## src/obi_pkg.sv

```systemverilog
/* OBI bus package
   bus widths and the request and response structs used by both link ports */
package obi_pkg;

  localparam int ADDR_W = 32;
  localparam int DATA_W = 32;

  // master to target, valid while req is high
  typedef struct packed {
    logic                req;
    logic [ADDR_W-1:0]   addr;
    logic                we;
    logic [DATA_W/8-1:0] be;
    logic [DATA_W-1:0]   wdata;
  } obi_req_t;

  // target to master
  // gnt in the request cycle, rvalid one cycle after acceptance
  typedef struct packed {
    logic              gnt;
    logic              rvalid;
    logic [DATA_W-1:0] rdata;
  } obi_rsp_t;

endpackage

```

## src/sl_pkg.sv

```systemverilog
/* serial link package
   link defaults, register offsets and the receive side entry and status types */
package sl_pkg;

  // default lane count and queue depth
  localparam int NUM_LANES  = 4;
  localparam int FIFO_DEPTH = 8;

  // offsets are decoded from the low address bits only
  localparam int REG_OFS_W = 4;
  localparam logic [REG_OFS_W-1:0] REG_DATA   = 'h0;
  localparam logic [REG_OFS_W-1:0] REG_STATUS = 'h4;

  // width of the count field in the status word
  localparam int STS_CNT_W = 4;

  // one received word with its parity check result
  typedef struct packed {
    logic        par_err;
    logic [31:0] data;
  } rx_entry_t;

  // status word of the receive port, fills 32 bits
  typedef struct packed {
    logic [23-STS_CNT_W:0] rsvd_hi;
    logic [STS_CNT_W-1:0]  count;
    logic [4:0]            rsvd_lo;
    logic                  overflow;
    logic                  head_par_err;
    logic                  not_empty;
  } rx_status_t;

endpackage

```

## src/sl_fifo.sv

```systemverilog
`timescale 1ns/1ps

/* synchronous FIFO
   circular buffer with a generic payload type, head shown on data_o */
module sl_fifo #(
  parameter type payload_t = logic,
  parameter int  DEPTH     = 8
) (
  input  logic                         clk_i,
  input  logic                         rst_n_i,
  input  logic                         push_i,
  input  payload_t                     data_i,
  input  logic                         pop_i,
  output payload_t                     data_o,
  output logic                         full_o,
  output logic                         empty_o,
  output logic [$clog2(DEPTH+1)-1:0]   count_o
);

  localparam int PTR_W = (DEPTH > 1) ? $clog2(DEPTH) : 1;
  localparam int CNT_W = $clog2(DEPTH + 1);

  payload_t         mem_q [DEPTH];
  logic [PTR_W-1:0] wr_ptr_q;
  logic [PTR_W-1:0] rd_ptr_q;
  logic [CNT_W-1:0] count_q;

  // wrap explicitly, depth need not be a power of two
  function automatic logic [PTR_W-1:0] ptr_inc(input logic [PTR_W-1:0] ptr);
    return (ptr == PTR_W'(DEPTH - 1)) ? '0 : ptr + 1'b1;
  endfunction

  always_ff @(posedge clk_i) begin
    if (push_i) begin
      mem_q[wr_ptr_q] <= data_i;
    end
  end

  always_ff @(posedge clk_i) begin
    if (!rst_n_i) begin
      wr_ptr_q <= '0;
      rd_ptr_q <= '0;
      count_q  <= '0;
    end else begin
      if (push_i) begin
        wr_ptr_q <= ptr_inc(wr_ptr_q);
      end
      if (pop_i) begin
        rd_ptr_q <= ptr_inc(rd_ptr_q);
      end
      // simultaneous push and pop leaves the count alone
      case ({push_i, pop_i})
        2'b10:   count_q <= count_q + 1'b1;
        2'b01:   count_q <= count_q - 1'b1;
        default: count_q <= count_q;
      endcase
    end
  end

  assign data_o  = mem_q[rd_ptr_q];
  assign full_o  = (count_q == CNT_W'(DEPTH));
  assign empty_o = (count_q == '0);
  assign count_o = count_q;

endmodule

```

## src/sl_tx_port.sv

```systemverilog
`timescale 1ns/1ps

/* serial link transmit port
   OBI target that queues words written to the data offset for the serializer */
module sl_tx_port (
  input  logic                       clk_i,
  input  logic                       rst_n_i,
  input  obi_pkg::obi_req_t          req_i,
  output obi_pkg::obi_rsp_t          rsp_o,
  input  logic                       fifo_full_i,
  output logic                       push_o,
  output logic [obi_pkg::DATA_W-1:0] push_data_o
);
  import obi_pkg::*;
  import sl_pkg::*;

  logic     gnt;
  logic     accept;
  logic     is_data;
  logic     rvalid_q;
  obi_rsp_t rsp;

  // hold off the master while the queue has no room
  assign gnt     = req_i.req && !fifo_full_i;
  assign accept  = req_i.req && gnt;
  assign is_data = (req_i.addr[REG_OFS_W-1:0] == REG_DATA);

  // only a data write queues a word, everything else just completes
  assign push_o      = accept && req_i.we && is_data;
  assign push_data_o = req_i.wdata;

  always_ff @(posedge clk_i) begin
    if (!rst_n_i) begin
      rvalid_q <= 1'b0;
    end else begin
      rvalid_q <= accept;
    end
  end

  always_comb begin
    rsp        = '0;
    rsp.gnt    = gnt;
    rsp.rvalid = rvalid_q;
    // nothing readable on this port
    rsp.rdata  = '0;
  end

  assign rsp_o = rsp;

endmodule

```

## src/sl_serializer.sv

```systemverilog
`timescale 1ns/1ps

/* serial link serializer
   shifts each word out LSB nibble first across the lanes, then one parity beat */
module sl_serializer #(
  parameter int NUM_LANES = sl_pkg::NUM_LANES
) (
  input  logic                       clk_i,
  input  logic                       rst_n_i,
  input  logic [obi_pkg::DATA_W-1:0] word_i,
  input  logic                       word_avail_i,
  output logic                       pop_o,
  output logic                       ser_valid_o,
  output logic [NUM_LANES-1:0]       ser_data_o
);
  import obi_pkg::*;

  localparam int BEATS = DATA_W / NUM_LANES;
  localparam int CNT_W = $clog2(BEATS + 1);

  logic [DATA_W-1:0] shift_q;
  logic              parity_q;
  logic [CNT_W-1:0]  beat_q;
  logic              busy_q;
  logic              par_beat;
  logic              load;

  // beat index BEATS is the parity beat
  assign par_beat = busy_q && (beat_q == CNT_W'(BEATS));

  // next word is taken during the parity beat so words run back to back
  assign load  = word_avail_i && (!busy_q || par_beat);
  assign pop_o = load;

  always_ff @(posedge clk_i) begin
    if (!rst_n_i) begin
      busy_q <= 1'b0;
      beat_q <= '0;
    end else if (load) begin
      busy_q <= 1'b1;
      beat_q <= '0;
    end else if (par_beat) begin
      busy_q <= 1'b0;
      beat_q <= '0;
    end else if (busy_q) begin
      beat_q <= beat_q + 1'b1;
    end
  end

  always_ff @(posedge clk_i) begin
    if (load) begin
      shift_q  <= word_i;
      parity_q <= ^word_i;
    end else if (busy_q) begin
      shift_q <= shift_q >> NUM_LANES;
    end
  end

  assign ser_valid_o = busy_q;

  // parity rides on lane 0, the other lanes stay low
  always_comb begin
    if (!busy_q) begin
      ser_data_o = '0;
    end else if (par_beat) begin
      ser_data_o = NUM_LANES'(parity_q);
    end else begin
      ser_data_o = shift_q[NUM_LANES-1:0];
    end
  end

endmodule

```

## src/sl_deserializer.sv

```systemverilog
`timescale 1ns/1ps

/* serial link deserializer
   rebuilds words from lane beats, checks even parity and feeds the receive FIFO */
module sl_deserializer #(
  parameter int NUM_LANES = sl_pkg::NUM_LANES
) (
  input  logic                 clk_i,
  input  logic                 rst_n_i,
  input  logic                 ser_valid_i,
  input  logic [NUM_LANES-1:0] ser_data_i,
  input  logic                 fifo_full_i,
  output logic                 push_o,
  output sl_pkg::rx_entry_t    entry_o,
  output logic                 drop_o
);
  import obi_pkg::*;
  import sl_pkg::*;

  localparam int BEATS = DATA_W / NUM_LANES;
  localparam int CNT_W = $clog2(BEATS + 1);

  logic [DATA_W-1:0] word_q;
  logic [CNT_W-1:0]  beat_q;
  logic              par_beat;
  logic              done_q;
  rx_entry_t         entry_q;

  // after BEATS data beats the next valid beat carries parity
  assign par_beat = ser_valid_i && (beat_q == CNT_W'(BEATS));

  always_ff @(posedge clk_i) begin
    if (!rst_n_i) begin
      beat_q <= '0;
      done_q <= 1'b0;
    end else begin
      done_q <= par_beat;
      if (par_beat) begin
        beat_q <= '0;
      end else if (ser_valid_i) begin
        beat_q <= beat_q + 1'b1;
      end
    end
  end

  // first beat lands in the low nibble once all beats are in
  always_ff @(posedge clk_i) begin
    if (ser_valid_i && !par_beat) begin
      word_q <= {ser_data_i, word_q[DATA_W-1:NUM_LANES]};
    end
    if (par_beat) begin
      entry_q.data    <= word_q;
      entry_q.par_err <= (^word_q) ^ ser_data_i[0];
    end
  end

  // a full receive queue loses the word
  assign push_o  = done_q && !fifo_full_i;
  assign drop_o  = done_q && fifo_full_i;
  assign entry_o = entry_q;

endmodule

```

## src/sl_rx_port.sv

```systemverilog
`timescale 1ns/1ps

/* serial link receive port
   OBI target that pops received words, reports status and keeps the overflow flag */
module sl_rx_port #(
  parameter int FIFO_DEPTH = sl_pkg::FIFO_DEPTH
) (
  input  logic                              clk_i,
  input  logic                              rst_n_i,
  input  obi_pkg::obi_req_t                 req_i,
  output obi_pkg::obi_rsp_t                 rsp_o,
  input  sl_pkg::rx_entry_t                 head_i,
  input  logic                              empty_i,
  input  logic [$clog2(FIFO_DEPTH+1)-1:0]   count_i,
  input  logic                              drop_i,
  output logic                              pop_o
);
  import obi_pkg::*;
  import sl_pkg::*;

  logic              rd_data;
  logic              rd_status;
  logic              overflow_q;
  logic              rvalid_q;
  logic [DATA_W-1:0] rdata_d;
  logic [DATA_W-1:0] rdata_q;
  rx_status_t        status;

  // never stalls, writes complete without effect
  assign rd_data   = req_i.req && !req_i.we && (req_i.addr[REG_OFS_W-1:0] == REG_DATA);
  assign rd_status = req_i.req && !req_i.we && (req_i.addr[REG_OFS_W-1:0] == REG_STATUS);
  assign pop_o     = rd_data && !empty_i;

  always_comb begin
    status              = '0;
    status.not_empty    = !empty_i;
    status.head_par_err = !empty_i && head_i.par_err;
    status.overflow     = overflow_q;
    status.count        = STS_CNT_W'(count_i);
  end

  // empty data read returns zero
  always_comb begin
    rdata_d = '0;
    if (pop_o) begin
      rdata_d = head_i.data;
    end else if (rd_status) begin
      rdata_d = status;
    end
  end

  always_ff @(posedge clk_i) begin
    if (!rst_n_i) begin
      rvalid_q   <= 1'b0;
      overflow_q <= 1'b0;
    end else begin
      rvalid_q <= req_i.req;
      // a drop in the read cycle survives to the next status read
      if (drop_i) begin
        overflow_q <= 1'b1;
      end else if (rd_status) begin
        overflow_q <= 1'b0;
      end
    end
  end

  always_ff @(posedge clk_i) begin
    if (req_i.req) begin
      rdata_q <= rdata_d;
    end
  end

  assign rsp_o.gnt    = req_i.req;
  assign rsp_o.rvalid = rvalid_q;
  assign rsp_o.rdata  = rdata_q;

endmodule

```

## src/serial_link_top.sv

```systemverilog
`timescale 1ns/1ps

/* serial link top
   transmit port, FIFO and serializer on the send side, mirrored on the receive side */
module serial_link_top #(
  parameter int NUM_LANES  = sl_pkg::NUM_LANES,
  parameter int FIFO_DEPTH = sl_pkg::FIFO_DEPTH
) (
  input  logic                 clk_i,
  input  logic                 rst_n_i,
  input  obi_pkg::obi_req_t    tx_req_i,
  output obi_pkg::obi_rsp_t    tx_rsp_o,
  input  obi_pkg::obi_req_t    rx_req_i,
  output obi_pkg::obi_rsp_t    rx_rsp_o,
  output logic                 ser_valid_o,
  output logic [NUM_LANES-1:0] ser_data_o,
  input  logic                 ser_valid_i,
  input  logic [NUM_LANES-1:0] ser_data_i
);
  import obi_pkg::*;
  import sl_pkg::*;

  localparam int CNT_W = $clog2(FIFO_DEPTH + 1);

  // send side
  logic              tx_push;
  logic              tx_pop;
  logic              tx_full;
  logic              tx_empty;
  logic [DATA_W-1:0] tx_push_data;
  logic [DATA_W-1:0] tx_head;

  // receive side
  logic              rx_push;
  logic              rx_pop;
  logic              rx_full;
  logic              rx_empty;
  logic              rx_drop;
  logic [CNT_W-1:0]  rx_count;
  rx_entry_t         rx_entry;
  rx_entry_t         rx_head;

  sl_tx_port sl_tx_port_i (
    .clk_i,
    .rst_n_i,
    .req_i       (tx_req_i),
    .rsp_o       (tx_rsp_o),
    .fifo_full_i (tx_full),
    .push_o      (tx_push),
    .push_data_o (tx_push_data)
  );

  sl_fifo #(
    .payload_t (logic [DATA_W-1:0]),
    .DEPTH     (FIFO_DEPTH)
  ) tx_fifo_i (
    .clk_i,
    .rst_n_i,
    .push_i  (tx_push),
    .data_i  (tx_push_data),
    .pop_i   (tx_pop),
    .data_o  (tx_head),
    .full_o  (tx_full),
    .empty_o (tx_empty),
    .count_o ()
  );

  sl_serializer #(
    .NUM_LANES (NUM_LANES)
  ) sl_serializer_i (
    .clk_i,
    .rst_n_i,
    .word_i       (tx_head),
    .word_avail_i (!tx_empty),
    .pop_o        (tx_pop),
    .ser_valid_o,
    .ser_data_o
  );

  sl_deserializer #(
    .NUM_LANES (NUM_LANES)
  ) sl_deserializer_i (
    .clk_i,
    .rst_n_i,
    .ser_valid_i,
    .ser_data_i,
    .fifo_full_i (rx_full),
    .push_o      (rx_push),
    .entry_o     (rx_entry),
    .drop_o      (rx_drop)
  );

  sl_fifo #(
    .payload_t (rx_entry_t),
    .DEPTH     (FIFO_DEPTH)
  ) rx_fifo_i (
    .clk_i,
    .rst_n_i,
    .push_i  (rx_push),
    .data_i  (rx_entry),
    .pop_i   (rx_pop),
    .data_o  (rx_head),
    .full_o  (rx_full),
    .empty_o (rx_empty),
    .count_o (rx_count)
  );

  sl_rx_port #(
    .FIFO_DEPTH (FIFO_DEPTH)
  ) sl_rx_port_i (
    .clk_i,
    .rst_n_i,
    .req_i   (rx_req_i),
    .rsp_o   (rx_rsp_o),
    .head_i  (rx_head),
    .empty_i (rx_empty),
    .count_i (rx_count),
    .drop_i  (rx_drop),
    .pop_o   (rx_pop)
  );

endmodule

```

## config.mk

```make
export PLATFORM = sky130hd
export DESIGN_NAME = serial_link_top
export DESIGN_NICKNAME = d
export VERILOG_FILES = /design/src/obi_pkg.sv /design/src/sl_pkg.sv /design/src/sl_fifo.sv /design/src/sl_tx_port.sv /design/src/sl_serializer.sv /design/src/sl_deserializer.sv /design/src/sl_rx_port.sv /design/src/serial_link_top.sv
export SDC_FILE = /design/constraint.sdc
export NUM_CORES = 1
export LEC_CHECK = 0
export ABC_AREA = 1
export ABC_CLOCK_PERIOD_IN_PS = 4300
export BUFFER_PORTS_ARGS = -buffer_cell sky130_fd_sc_hd__buf_2
export CORE_ASPECT_RATIO = 1.75
export CORE_MARGIN = 3
export CORE_UTILIZATION = 50
export DETAILED_ROUTE_END_ITERATION = 12
export PLACE_DENSITY = 0.71
export SETUP_SLACK_MARGIN = 0.3
export SLEW_MARGIN = 20
export SYNTH_ARGS = -nofsm -noshare
export SYNTH_HDL_FRONTEND = slang
export SYNTH_SLANG_ARGS = --single-unit
```

## constraint.sdc

```tcl
create_clock -name clk_i -period 4.3 [get_ports clk_i]
set_input_delay 0.215 -clock clk_i [delete_from_list [all_inputs] [get_ports clk_i]]
set_output_delay 0.215 -clock clk_i [all_outputs]
set_load 0.1 [all_outputs]
```

==> metrics.txt <==
Placer Congestion 0.809; clock network power share 30.0%; share of cells above drive strength 1 9.63%; R2R cell count 16; TritonCTS Buffers 58; worst-skew pair later-pin latency 0.60 ns; Ports 220; FILL cells 4466; DRT Pass-1 Iters 6; Clock Skews 0.0130 ns; setup violators final 0; WHS Path Cells 3; DR vias around 19k; Net Sw Power 0.00600 W; WP data arrival between 3 and 4 ns; critical path class flop to flop; reg-to-reg endpoint sl_serializer_i.parity_q; H-tree Lvls 2; ANT nets after route 0; die width 187 um; clk slew on worst S/H paths 0.07 ns; start point of the worst hold path rst_n_i; Synth Area per Inst 11.2 sq um; Cells after Synth 2576; initial antenna violation count 2; Hold Path End sl_rx_port_i.rvalid_q; Netlist cell types 39; crit end category flop; crit-path max FO 65; Detail Placement HPWL 37400 um; I/O Buffers 91; Post-Syn Area 28800 sq um; yosys synthesis warning count 0; post-synthesis async set-or-reset flop share 0%; Final Non-Filler Cells around 3.5k; first-pass GRT wire length 97000 um; critical path startpoint category flop; Comb pwr share 26.8%; CP Cell Sequence buf_4, nand3_1, nand3_1, nand2_1, nand2_1, nand2_1, inv_1, nand2_1, nand2_1, nand2_1, nand2_1, inv_1, nand2_1, nand2_1, nand2_1, nand2_1; Overall Global Routing Usage 20.4%; combined area of the multi-input logic cells 7000 sq um; routed len/inst 18.0 um; Slew headroom 36.8%; commonest non-fill, non-tap cells in the layout edfxtp_1 (650), nand2_1 (643), nor2_1 (282), inv_1 (241), o21ai_0 (211); worst-margin pin slew 0.949 ns; maximum clock rate 0.348 GHz; clock root cell clkbuf_16; Crit path top cell by count nand2_1; final hold vios 0; total gr overflow 0; number of synthesized flops with an enable pin 650; peak supply drop 0.000546 V; dpl cells 3345; commonest non-fill, non-tap cell in the layout edfxtp_1; number of global-route vias before repair 18.5k; register area just over 20000 sq um; Final min period approximately 2.9 ns; Slew Viols, Final 0; DR DRC count 0; CP required 4.65 ns; register area share after synthesis 70.5%; Net count, final about 2.8k; Pint 0.0121 W; Initial Utilization about half; delay-heaviest family, CP simple AND/OR/NAND/NOR gates; CP max stage cell buf_4; Vias/cell 5.34; setup tns final 0 ns; chip height 324 um; Resize count post-CTS 0; Routed WL approximately 63000 um; register bit total from synthesis 689; pin count of the biggest net entering global routing approximately 130; top_reg_cell synth edfxtp_1; Final period util between 60% and 70%; CTS tree yes; Crit path buffers/inverters 3; Sw Share roughly a third; Initial DRC Count 1275; sequential share of power 43.3%; RSZ-0062 raised after global routing false; core area 56500 sq um; Min-Delay Path Class input pin to flop; max_cap viols 0; clk sink count 689; Lkg Pwr 12.6 nW; post-CTS setup buffers 0; # rows 115; power density of the placed cells 559 nW/um^2; status finished clean; hold_buf cts 38; Crit path largest cell delay 0.70 ns; die area 60600 sq um; clk buf depth 3; FF-to-FF setup slack about 1.4 ns; area delta synth->final 12.4%
final cells by class:
class                   count  area share (%)
flip-flops and latches    689            62.7
inverters                 248            2.88
multi-input cells        1517            21.6
repair buffers            169            3.65
diodes                      2          0.0155
clock buffers              63            4.54
well taps                 760            2.94
clock inverters            45            1.63
power groups by stage:
stage	Clock, W	Combinational [W]	Sequential [W]
global route	0.00580	0.00552	0.00785
floorplan	0	0.00361	0.00803
global placement	0	0.00470	0.00797
detailed placement	0	0.00482	0.00798
CTS	0.00553	0.00487	0.00783
finish	0.00542	0.00485	0.00783
state kept, by name, indices dropped and copies added, names as in the netlist, named ones only:
name,cells
sl_deserializer_i.beat_q,4
tx_fifo_i.mem_q,256
tx_fifo_i.rd_ptr_q,3
rx_fifo_i.rd_ptr_q,3
tx_fifo_i.count_o,4
sl_serializer_i.ser_valid_o,1
sl_serializer_i.beat_q,4
sl_serializer_i.parity_q,1
sl_rx_port_i.rvalid_q,1
sl_deserializer_i.word_q,32
sl_rx_port_i.rdata_q,32
tx_fifo_i.wr_ptr_q,3
sl_serializer_i.shift_q,32
rx_fifo_i.mem_q,264
rx_fifo_i.wr_ptr_q,3
sl_rx_port_i.overflow_q,1
rx_fifo_i.count_o,4
sl_deserializer_i.entry_o,33
sl_tx_port_i.rvalid_q,1
sl_deserializer_i.done_q,1
synthesized netlist by cell type, drive strengths merged (2+ instances only):
library cell	instances	share of area, %
or2	2	0.043
o211a	4	0.14
a21oi	21	0.36
nand3b	3	0.078
o221ai	12	0.36
nand3	147	2.6
xor2	13	0.40
dfxtp	39	2.7
o211ai	4	0.10
ha	17	0.74
nor3b	2	0.052
clkbuf	75	0.98
nor2	292	3.8
o21ai	221	3.9
o22ai	29	0.63
nand2	644	8.4
a31oi	26	0.56
buf	78	1.9
inv	247	3.2
nand4	2	0.043
edfxtp	650	68
xnor2	28	0.85
nor3	12	0.21
kinds of logic after synthesis:
family | after synthesis | synth area share (%)
AO/OA/AOI/OAI | 320 | 6.17
XOR/XNOR | 41 | 1.25
adder cells (fa/ha/maj) | 17 | 0.738
buffers and inverters | 401 | 6.07
flip-flops | 689 | 70.5
other | 1 | 0.0130
AND/OR/NAND/NOR | 1107 | 15.3
routing by layer:
layer	vias up	part of all wire, %	track usage, %
met5	-	0.021	0
met4	2	4.0	9.66
met3	168	4.9	2.53
met2	631	56	40.5
met1	9000	35	21.1
li1	8848	-	-
metrics by stage:
| step | area, sq um | power [W] | hold slack [ns] | utilization [%] | worst slack (ns) |
|---|---|---|---|---|---|
| floorplan | 28900 | 0.0116 | 0.308 | - | 0.560 |
| global placement | 30000 | 0.0127 | 0.429 | 53.0 | 1.51 |
| detailed placement | 30000 | 0.0128 | 0.427 | 53.0 | 1.48 |
| CTS | 32400 | 0.0182 | 0.0162 | 57.2 | 1.43 |
| global route | 32400 | 0.0192 | 0.0525 | 57.2 | 1.15 |
| finish | 32400 | 0.0181 | 0.0463 | 57.3 | 1.43 |
worst min-delay path, delay by kind of cell:
kind	cells	cell delay, ns
buffers and inverters	2	0.26
and+or+nand+nor	1	0.12
how the worst max path moves through the flow:
| stage | startpoint | cells past startpoint | to |
|---|---|---|---|
| 2_1_floorplan | sl_serializer_i.ser_valid_o | 3 | ser_data_o[0] |
| 3_3_place_gp | flop | 16 | sl_serializer_i.parity_q |
| 3_5_place_dp | flop | 17 | sl_serializer_i.parity_q |
| 4_1_cts | flop | 17 | sl_serializer_i.parity_q |
| 5_1_grt | flop | 17 | sl_serializer_i.parity_q |
| 6_report | flop | 16 | sl_serializer_i.parity_q |
Note: power is estimated with default switching activity, not from simulation.
